===== src/design/ram_model_pkg.sv =====
package ram_model_pkg;

    // byte address and data word widths; every beat moves one full word.
    localparam int addr_width = 32;
    localparam int data_width = 32;

    // the store holds mem_words words, so the word index needs index_width bits.
    localparam int mem_words = 256;
    localparam int index_width = $clog2(mem_words);

    // burst length field, beats minus one.
    localparam int len_width = 8;

    // cycles from read address acceptance to the first beat, and from
    // the last write beat to the write response.
    localparam int r_delay = 6;
    localparam int w_delay = 3;
    localparam int delay_width = 4;

    // 2'b10 is the wrap encoding; it is not modelled and steps like incr.
    typedef enum logic [1:0] {
        burst_fixed = 2'b00,
        burst_incr  = 2'b01
    } burst_t;

endpackage

===== src/design/burst_addr_gen.sv =====
`timescale 1ns/1ps

module burst_addr_gen import ram_model_pkg::*; (
    input  logic                   clk,
    input  logic                   resetn,
    input  logic                   start,
    input  logic [addr_width-1:0]  addr,
    input  burst_t                 burst,
    input  logic                   step,
    output logic [index_width-1:0] index
);

    logic [index_width-1:0] index_q;
    logic [index_width-1:0] load_index;
    logic                   fixed_q;
    logic                   fixed_now;

    // byte address to word index; the low two bits are always zero.
    assign load_index = addr[index_width+1:2];

    // the loaded address is visible in the start cycle itself, so a beat
    // accepted on the same edge as its address lands in the right word.
    assign index     = start ? load_index : index_q;
    assign fixed_now = start ? (burst == burst_fixed) : fixed_q;

    always_ff @(posedge clk) begin
        if (!resetn) begin
            fixed_q <= 1'b0;
        end else if (start) begin
            fixed_q <= (burst == burst_fixed);
        end
    end

    // the index is index_width bits wide, so it wraps at mem_words.
    always_ff @(posedge clk) begin
        if (!resetn) begin
            index_q <= '0;
        end else if (step && !fixed_now) begin
            index_q <= index + 1'b1;
        end else if (start) begin
            index_q <= load_index;
        end
    end

endmodule


===== config.mk =====
export PLATFORM = sky130hd
export DESIGN_NAME = burst_addr_gen
export DESIGN_NICKNAME = d
export VERILOG_FILES = /design/src/design/ram_model_pkg.sv /design/src/design/burst_addr_gen.sv
export SDC_FILE = /design/constraint.sdc
export NUM_CORES = 1
export LEC_CHECK = 0
export BUFFER_PORTS_ARGS = -buffer_cell sky130_fd_sc_hd__buf_2
export CORE_UTILIZATION = 35
export CTS_BUF_LIST = sky130_fd_sc_hd__clkbuf_4
export CTS_CLUSTER_SIZE = 14
export DETAILED_ROUTE_END_ITERATION = 12
export PLACE_DENSITY = 0.74
export SYNTH_ARGS = -nofsm -noshare
export SYNTH_HDL_FRONTEND = slang
export SYNTH_SLANG_ARGS = --single-unit
export TNS_END_PERCENT = 5

===== constraint.sdc =====
create_clock -name clk -period 2.14 [get_ports clk]
set_input_delay 0.642 -clock clk [delete_from_list [all_inputs] [get_ports clk]]
set_output_delay 0.642 -clock clk [all_outputs]
set_load 0.03 [all_outputs]

* Word-level counts from Yosys, hierarchy flattened
Index checks and enable logic that the tools add are counted.
Storage, ports and cells: logic and storage cells 9, output and inout bits 8, input bits 38, bits in registers 9
Operators by class: reductions and logical operators 3, muxes and demuxes 3, add/subtract/negate cells 1
Operator list (count):
- two-way mux 8 bit | 2
- adder 8 x 1 -> 8 bit, second input constant | 1
- zero test 2 bit | 1
- logical AND 1 bit | 1
- zero test 1 bit | 1
- two-way mux 1 bit | 1

* Longest topological paths before layout
Gate-level depths: netlist of run 1.
depth in word-level cells 5, mapped depth 6

* Worst setup path after synthesis of run 1
OpenSTA, ideal clock, no wires.
path kind in2reg, from in start, to reg index_q[6], stages on the path 6, setup slack -3 ps, path buffers 1, data arrival time 2073 ps, data required time 2070 ps, cells stage by stage buf_6 > mux2_2 > ha_1 > nand4_2 > or4_1 > a21oi_1
On the way: elaborated cells on any way between the ends 6
RTL lines:
- start: declaration | line burst_addr_gen.sv:6 | input logic start,
- two-way mux 8 bit
- named net index[0] | line burst_addr_gen.sv:10 | output logic [index_width-1:0] index
- adder 8 x 1 -> 8 bit | line burst_addr_gen.sv:39 | index_q <= index + 1'b1;
- two-way mux 8 bit | line burst_addr_gen.sv:38 | end else if (step && !fixed_now) begin
- end signal: assignment | line burst_addr_gen.sv:39
- end signal: assignment | line burst_addr_gen.sv:41 | index_q <= load_index;
- end: declaration | line burst_addr_gen.sv:13 | logic [index_width-1:0] index_q;
The timed path passes the listed nets, and every way through them passes these cells. A chain may end at the register's enable or synchronous reset.

* Worst setup path in the final report of run 1
from in start, to out index[1]
On the way: longest elaborated chain between the ends 1
Ends and longest elaborated chain (line):
- two-way mux 8 bit
- end: declaration | burst_addr_gen.sv:10
Every way passes these cells.

==> results.yml, run 1 <==
outcome:
  outcome: "complete, no violations"
logic_synthesis:
  netlist_instances: 58
  synth.avg_cell_area_um2: 9.64
  syn_area_um2: 559
  primary_ff_master_synth: "sky130_fd_sc_hd__dfxtp_1"
  synth-edff-count: 0
  synth_seq_cells: 9
  synthesis.nets: 97
  yosys.area.top_type: "sky130_fd_sc_hd__dfxtp_1"
  synth.yosys.seq_area_share_pct: 32.2
  synth_top_cell_area_share_pct: 32.2
  netlist-cell-type-count: 34
  synth_warnings: 0
  synth.area.top_cells: "sky130_fd_sc_hd__dfxtp_1 (32%), sky130_fd_sc_hd__mux2_2 (10%), sky130_fd_sc_hd__mux2i_1 (3.6%)"
  asyncSetResetFlopFracSynth_pct: 0
critical_path:
  criticalPathCategory: "in -> out"
  cp_slowest_cell: "sky130_fd_sc_hd__mux2_2"
  critPathArrivalTime_ps: 1400
  endpoint_kind: "output port"
  cp_cell_sequence: "buf_4 > mux2_2 > buf_2"
  cpPeakStageDelay_ps: 380
  worst-path-max-fanout: 14
  cp_data_required_time_ps: 1500
  setup.worst_path.start_class: "primary input"
sta:
  totalNegativeSetupSlack_ps: 0
  fin_crit_ps: 2050
  worst_clock_skew_ps: 2.66
  rsz0062_at_grt: "no"
  hold-worst-slack_ps: 605
  slew_headroom_pct: 83.3
  final_min_period_over_clock_period_pct: 95.6
  tightestPinTransition_ps: 243
  number_of_pins_exceeding_their_max_slew_limit_in_the_final_report: 0
  finalHoldViolCount: 0
  setup_viol: 0
  max_freq_mhz: 489
final_layout:
  layout_commonest_cell: "sky130_fd_sc_hd__buf_2"
  design.final.nets: 127
  layout_common_cells: "sky130_fd_sc_hd__buf_2 (20), sky130_fd_sc_hd__dfxtp_1 (9), sky130_fd_sc_hd__buf_4 (7), sky130_fd_sc_hd__mux2_2 (4), sky130_fd_sc_hd__clkbuf_4 (4)"
  area.growth.synth_to_final_pct: 34.0
  insertedDiodeCount: 0
  drive_gt1_share_pct: 46.0
  post-route-util_pct: 49.8
clock_tree:
  ctsLongestPathBuffers: 2
  cts.clk_slew.worst_paths_ps: 60
  hold_buffers: 0
  cells_resized_by_post_cts_repair: 1
  tritoncts: "built"
  cts.sink_count: 9
  clock_tree.htree_level_count: 1
  cts_inserted_buffers: 3
  clock-root-buffer: "sky130_fd_sc_hd__clkbuf_4"
  insertion_delay_ps: 270
  postCtsSetupRepairBufs: 0
die:
  design.portCount: 46
  full_die_area_um2: 1760
  start_util_pct: 37.1
  coreArea_um2: 1510
  rows: 14
  die-height_um: 42.0
  floorplan.die.width_um: 42.0
placed_design:
  post-dp-hpwl_um: 912
  place.port_buffers: 21
  finalWeightedCongestion: 0.771
routing:
  antenna_violating_nets_post_route: 0
  routed_wl_mm: 1.20
  dr.pass1.iters: 4
  detailedRoute.firstIterationViolations: 4
  route.vias.total: 557
  drcViolationCount: 0
  routed_via_density: 5.41
  detail_route.wl_per_cell_um: 11.6
worst_hold_path:
  timing.hold.worst.class: "in -> reg"
power_and_ir_drop:
  switching_power_as_a_share_of_total_power_pct: 31.5
  p_leak_uw: 0.000352
  intPower_uw: 326
  cellPowerDensity_nw_per_um2: 636
  clock_power_share_pct: 31.7
  relative_contribution_of_combinational_cells_to_total_power_pct: 29.6
  seq_power_share_pct: 38.7
  net-switching-power_uw: 150
  total_power_uw: 476
  vdd.ir_drop.worst_mv: 0.267
global_routing:
  number_of_global_route_vias_before_repair: 474
  grt_max_degree: 15
  grt_first_pass_wirelength_mm: 1.92
  grt_antenna_before_repair: 0
  globalRouteOverflowTotal: 0
  track_usage_pct: 15.1
job:
  max-cap-violations: 0
[power by group through the flow]
| stage | sequential [µW] | combinational [µW] | clock [µW] |
|---|---|---|---|
| after global routing | 186 | 152 | 165 |
| final | 184 | 141 | 151 |
| after CTS | 184 | 141 | 153 |
| after detailed placement | 188 | 140 | 0 |
| after global placement | 187 | 137 | 0 |
| after floorplan | 187 | 93.2 | 0 |
[routing by layer]
| layer | GRT usage (%) | up-vias | share of wire (%) |
|---|---|---|---|
| met5 | 0 | - | 0 |
| met4 | 12.9 | 0 | 3.7 |
| met3 | 5.17 | 5 | 4.1 |
| met2 | 21.9 | 18 | 44 |
| met1 | 17.5 | 249 | 48 |
| li1 | - | 285 | - |
[metrics by stage]
stage          cells  setup slack, ps  cell area [µm²]
3_3_place_gp      99            -7.40              717
5_1_grt          103             32.0              749
3_5_place_dp      99            -11.8              717
6_report         103             94.4              749
2_1_floorplan     58             5.95              563
4_1_cts          103             89.0              749
[state kept, by name, indices dropped and copies added (netlist names)]
register  cells
index_q       8
fixed_q       1
[worst paths after layout]
check / cells after the start / startpoint / endpoint / slack (ps)
min: 2 / resetn / index_q[5]$_SDFF_PN0_ / 610
min reg2reg: 3 / index_q[6]$_SDFF_PN0_ / index_q[6]$_SDFF_PN0_ / 680
max reg2reg: 5 / index_q[0]$_SDFF_PN0_ / index_q[6]$_SDFF_PN0_ / 640
max: 3 / start / index[1] / 90
[worst max-delay path, delay by kind of cell]
family | cells | cell delay (ps)
muxes | 1 | 380
buffers and inverters | 2 | 380
[logic make-up (layout without fill, tap and decap cells)]
family / after synthesis / count (layout) / share of synthesized area [%]
DFF: 9 / 9 / 32.2
xor gates and xnor gates: 1 / 1 / 1.57
and+or+nand+nor: 21 / 21 / 24.6
adders and majority gates: 1 / 1 / 2.24
buffers and inverters: 5 / 34 / 4.92
AOI/OAI and AO/OA: 12 / 12 / 15.7
muxes: 9 / 9 / 18.8
[cell type report]
cell class              instances  area, µm²
flip-flops and latches          9        180
well taps                      16       20.0
multi-input cells              44        355
clock buffers                   4       30.0
repair buffers                 27        153
inverters                       3       11.3
fillers                       144        757
[synthesized netlist by cell type, types with 2 or more instances]
| cell type | instances |
|---|---|
| sky130_fd_sc_hd__nor2_1 | 3 |
| sky130_fd_sc_hd__nor4_1 | 2 |
| sky130_fd_sc_hd__inv_1 | 2 |
| sky130_fd_sc_hd__mux2_2 | 5 |
| sky130_fd_sc_hd__o21a_1 | 2 |
| sky130_fd_sc_hd__nor3_1 | 3 |
| sky130_fd_sc_hd__dfxtp_1 | 9 |
| sky130_fd_sc_hd__a31oi_1 | 2 |
| sky130_fd_sc_hd__a21oi_1 | 2 |
| sky130_fd_sc_hd__nand4_1 | 2 |
| sky130_fd_sc_hd__o31a_1 | 2 |
| sky130_fd_sc_hd__mux2i_1 | 2 |
Power figures use the tool's default switching activity.
==> run 2: changes to the inputs <==
- REMOVE_ABC_BUFFERS: not set -> 1
- SKIP_LAST_GASP: not set -> 1
- TNS_END_PERCENT: 5 -> not set
==> results.yml, run 2 (same netlist as run 1, synthesis figures left out) <==
routing:
  routed_wl_mm: 1.30
  routed_via_density: 5.56
  detail_route.wl_per_cell_um: 12.4
  route.vias.total: 584
  antenna_violating_nets_post_route: 0
  dr.pass1.iters: 5
  drcViolationCount: 0
  detailedRoute.firstIterationViolations: 7
critical_path:
  endpoint_kind: "output port"
  setup.worst_path.start_class: "primary input"
  critPathArrivalTime_ps: 1410
  worst-path-max-fanout: 11
  criticalPathCategory: "in -> out"
  r2r_depth: 5
  cp_data_required_time_ps: 1500
final_layout:
  insertedDiodeCount: 0
  layout.filler_cells: 143
  drive_gt1_share_pct: 47.2
  post-route-util_pct: 50.5
  multi_input_area_um2: 352
  registers.top_by_ff_count: "index_q"
  layout.cells.non_filler: 105
  design.final.nets: 129
  register_area_um2: 180
  max_ffs_per_register: 8
  layout_commonest_cell: "sky130_fd_sc_hd__buf_2"
  layout_common_cells: "sky130_fd_sc_hd__buf_2 (20), sky130_fd_sc_hd__dfxtp_1 (9), sky130_fd_sc_hd__buf_4 (9), sky130_fd_sc_hd__mux2_2 (5), sky130_fd_sc_hd__clkbuf_4 (4)"
  area.growth.synth_to_final_pct: 36.0
  biggest_registers_after_layout: "index_q (8), fixed_q (1)"
clock_tree:
  hold_buffers: 0
  tritoncts: "built"
  ctsLongestPathBuffers: 2
  clock-root-buffer: "sky130_fd_sc_hd__clkbuf_4"
  clock_tree.htree_level_count: 1
  insertion_delay_ps: 260
  cts.sink_count: 9
  cts_inserted_buffers: 3
  cts.clk_slew.worst_paths_ps: 60
die:
  coreArea_um2: 1510
  design.portCount: 46
  floorplan.die.width_um: 42.0
  start_util_pct: 37.1
  die-height_um: 42.0
  full_die_area_um2: 1760
  rows: 14
outcome:
  outcome: "complete, no violations"
placed_design:
  finalWeightedCongestion: 0.767
  dp.cells: 101
  place.port_buffers: 21
  post-dp-hpwl_mm: 1.02
sta:
  final_min_period_over_clock_period_pct: 95.8
  setup_viol: 0
  worst_clock_skew_ps: 5.96
  rsz0062_at_grt: "no"
  max_freq_mhz: 488
  slew_headroom_pct: 83.7
  tightestPinTransition_ps: 237
  finalHoldViolCount: 0
  number_of_pins_exceeding_their_max_slew_limit_in_the_final_report: 0
  fin_crit_ps: 2050
worst_hold_path:
  timing.hold.worst.class: "in -> reg"
  min_delay_path_depth: 2
power_and_ir_drop:
  cellPowerDensity_nw_per_um2: 616
  vdd.ir_drop.worst_mv: 0.244
  p_leak_uw: 0.000356
global_routing:
  grt_max_degree: 12
  track_usage_pct: 16.9
  grt_first_pass_wirelength_mm: 2.26
  grt_antenna_before_repair: 0
  globalRouteOverflowTotal: 0
  number_of_global_route_vias_before_repair: 531
job:
  max-cap-violations: 0
[run 2: changes by cell type in the layout (fill, tap and decap cells not counted)]
cell	change
sky130_fd_sc_hd__buf_4	+2
sky130_fd_sc_hd__mux2_2	+1
sky130_fd_sc_hd__mux2_4	-1
[run 2: path summary, 6_finish.rpt]
| path | from | end | slack (ps) |
|---|---|---|---|
| max | start | index[0] | 90 |
| min | resetn | index_q[5]$_SDFF_PN0_ | 610 |
| max reg2reg | index_q[0]$_SDFF_PN0_ | index_q[6]$_SDFF_PN0_ | 620 |
| min reg2reg | index_q[6]$_SDFF_PN0_ | index_q[6]$_SDFF_PN0_ | 680 |
[run 2: cell type report]
cell class                      instances  area share, %
Sequential cell                         9           23.7
Clock buffer                            4           3.95
Timing Repair Buffer                   29           22.0
Inverter                                3           1.48
Multi-Input combinational cell         44           46.2
Tap cell                               16           2.63
[run 2: stage by stage]
stage,power [µW],setup TNS (ps),area [µm²],hold slack (ps),setup WS [ps]
2_1_floorplan,274,0,543,634,129
3_3_place_gp,326,0,728,640,4.15
3_5_place_dp,330,-9.31,728,671,-5.89
4_1_cts,475,0,761,608,87.1
5_1_grt,498,0,761,607,50.9
6_report,468,0,761,614,90.7
[run 2: worst max-delay path, stage by stage]
cell,delay (ps)
sky130_fd_sc_hd__buf_4,180
sky130_fd_sc_hd__mux2_2,390
sky130_fd_sc_hd__buf_2,190
[run 2: timing repair]
item | 4_1_cts | 5_1_grt
setup endpoints to repair | 1 | 0
buffers inserted | 0 | 0
gates resized for setup | 1 | 0
[run 2: per-layer routing]
layer	routed length (µm)	track usage [%]
met2	600	25.6
met1	588	21.5
met4	21	11.0
met3	87	3.45
met5	0	0
[run 2: report_power, final]
| group | total, µW | switching (µW) | internal [µW] | leakage [µW] |
|---|---|---|---|---|
| sequential | 185 | 4.91 | 180 | 0.0000744 |
| clock | 142 | 57.9 | 84.4 | 0.0000184 |
| combinational | 141 | 79.8 | 61.6 | 0.000263 |
==> run 3: changes to the inputs <==
- clock period: 2.14 -> 2.6 ns (I/O delays scaled with it)
==> results.yml, run 3 (same netlist as run 1, synthesis figures left out) <==
sta:
  rsz0062_at_grt: "no"
  tightestPinTransition_ps: 273
  max_freq_mhz: 407
  number_of_pins_exceeding_their_max_slew_limit_in_the_final_report: 0
  worst_clock_skew_ps: 1.13
  fin_crit_ps: 2460
  fin_ws_ps: 142
  final_min_period_over_clock_period_pct: 94.5
  finalHoldViolCount: 0
  slew_headroom_pct: 81.3
  totalNegativeSetupSlack_ps: 0
  setup_viol: 0
routing:
  dr.pass1.iters: 4
  antenna_violating_nets_post_route: 0
  drcViolationCount: 0
  route.vias.total: 565
  detail_route.wl_per_cell_um: 14.1
  routed_via_density: 5.65
  routed_wl_mm: 1.41
  detailedRoute.firstIterationViolations: 10
final_layout:
  design.final.nets: 124
  max_ffs_per_register: 8
  drive_gt1_share_pct: 44.0
  registers.top_by_ff_count: "index_q"
  layout_common_cells: "sky130_fd_sc_hd__buf_2 (21), sky130_fd_sc_hd__dfxtp_1 (9), sky130_fd_sc_hd__mux2_2 (5), sky130_fd_sc_hd__clkbuf_4 (4)"
  layout_commonest_cell: "sky130_fd_sc_hd__buf_2"
  layout.filler_cells: 153
  biggest_registers_after_layout: "index_q (8), fixed_q (1)"
  area.growth.synth_to_final_pct: 28.9
  insertedDiodeCount: 0
critical_path:
  critPathArrivalTime_ps: 1680
  setup.worst_path.start_class: "primary input"
  cpPeakStageDelay_ps: 280
  criticalPathCategory: "in -> out"
  worst-path-max-fanout: 14
  r2r_depth: 5
  cp_data_required_time_ps: 1820
  critical_path_cell_count: 4
  endpoint_kind: "output port"
  cp_slowest_cell: "sky130_fd_sc_hd__buf_2"
  critical_path.n_buffers_inverters: 3
  critPathTopFamily: "buffers and inverters"
  path_common_cell: "sky130_fd_sc_hd__buf_2"
  reg2reg_setup_slack_ps: 980
  cp_cell_sequence: "buf_2 > mux2i_2 > clkinv_1 > buf_2"
placed_design:
  place_ws_ps: 164
  post-dp-hpwl_mm: 1.01
  place.port_buffers: 21
  finalWeightedCongestion: 0.738
worst_hold_path:
  timing.hold.worst.class: "reg -> reg"
  min_delay_path_depth: 3
die:
  design.portCount: 46
  full_die_area_um2: 1760
  rows: 14
  die-height_um: 42.0
  start_util_pct: 37.1
  coreArea_um2: 1510
  floorplan.die.width_um: 42.0
global_routing:
  track_usage_pct: 17.9
  grt_max_degree: 15
  globalRouteOverflowTotal: 0
  number_of_global_route_vias_before_repair: 514
  grt_antenna_before_repair: 0
  grt_first_pass_wirelength_mm: 2.28
power_and_ir_drop:
  cellPowerDensity_nw_per_um2: 530
  p_leak_uw: 0.000332
  vdd.ir_drop.worst_mv: 0.293
outcome:
  outcome: "complete, no violations"
clock_tree:
  cts.clk_slew.worst_paths_ps: 60
  cts.sink_count: 9
  postCtsSetupRepairBufs: 0
  cells_resized_by_post_cts_repair: 0
  hold_buffers: 0
  insertion_delay_ps: 260
  ctsLongestPathBuffers: 2
  cts_inserted_buffers: 3
  clock_tree.htree_level_count: 1
  clock-root-buffer: "sky130_fd_sc_hd__clkbuf_4"
  tritoncts: "built"
job:
  max-cap-violations: 0
[run 3: where the power goes]
group,total [µW],switching (µW),internal [µW]
Combinational,112,66.7,44.9
Sequential,152,3.94,148
Clock,119,49.1,69.6
[run 3: final timing paths]
kind / startpoint / endpoint
worst max register to register: index_q[0]$_SDFF_PN0_ / index_q[6]$_SDFF_PN0_
worst min register to register: index_q[6]$_SDFF_PN0_ / index_q[6]$_SDFF_PN0_
worst max-delay path: start / index[4]
worst min-delay path: index_q[6]$_SDFF_PN0_ / index_q[6]$_SDFF_PN0_
[run 3: area by class of cell]
| cell class | count | area (µm²) | share of cell area (%) |
|---|---|---|---|
| Clock buffer | 4 | 30.0 | 4.17 |
| Inverter | 3 | 11.3 | 1.56 |
| Multi-Input combinational cell | 44 | 352 | 48.8 |
| Sequential cell | 9 | 180 | 25.0 |
| Tap cell | 16 | 20.0 | 2.78 |
| Timing Repair Buffer | 24 | 128 | 17.7 |
[run 3: metrics by stage]
stage,cell area [µm²],total power [µW],instances,utilization (%),hold slack [ps]
floorplan,543,225,56,-,634
global placement,691,261,96,45.8,638
detailed placement,691,265,96,45.8,670
CTS,721,385,100,47.8,698
global route,721,406,100,47.8,724
finish,721,382,100,47.8,706
[run 3: per-layer routing]
metal	GRT usage [%]	vias up	share of wire, %	wire length [µm]
li1	-	279	-	-
met1	21.7	267	46	644
met2	27.2	17	48	674
met3	6.90	2	4.8	67
met4	9.68	0	1.5	21
met5	0	-	0	0
[run 3: worst min-delay path: cells and delay by family, from the launching register on]
kind	cells	cell delay, ps
muxes	1	160
DFF	1	310
AOI/OAI and AO/OA	1	70
and+or+nand+nor	1	120
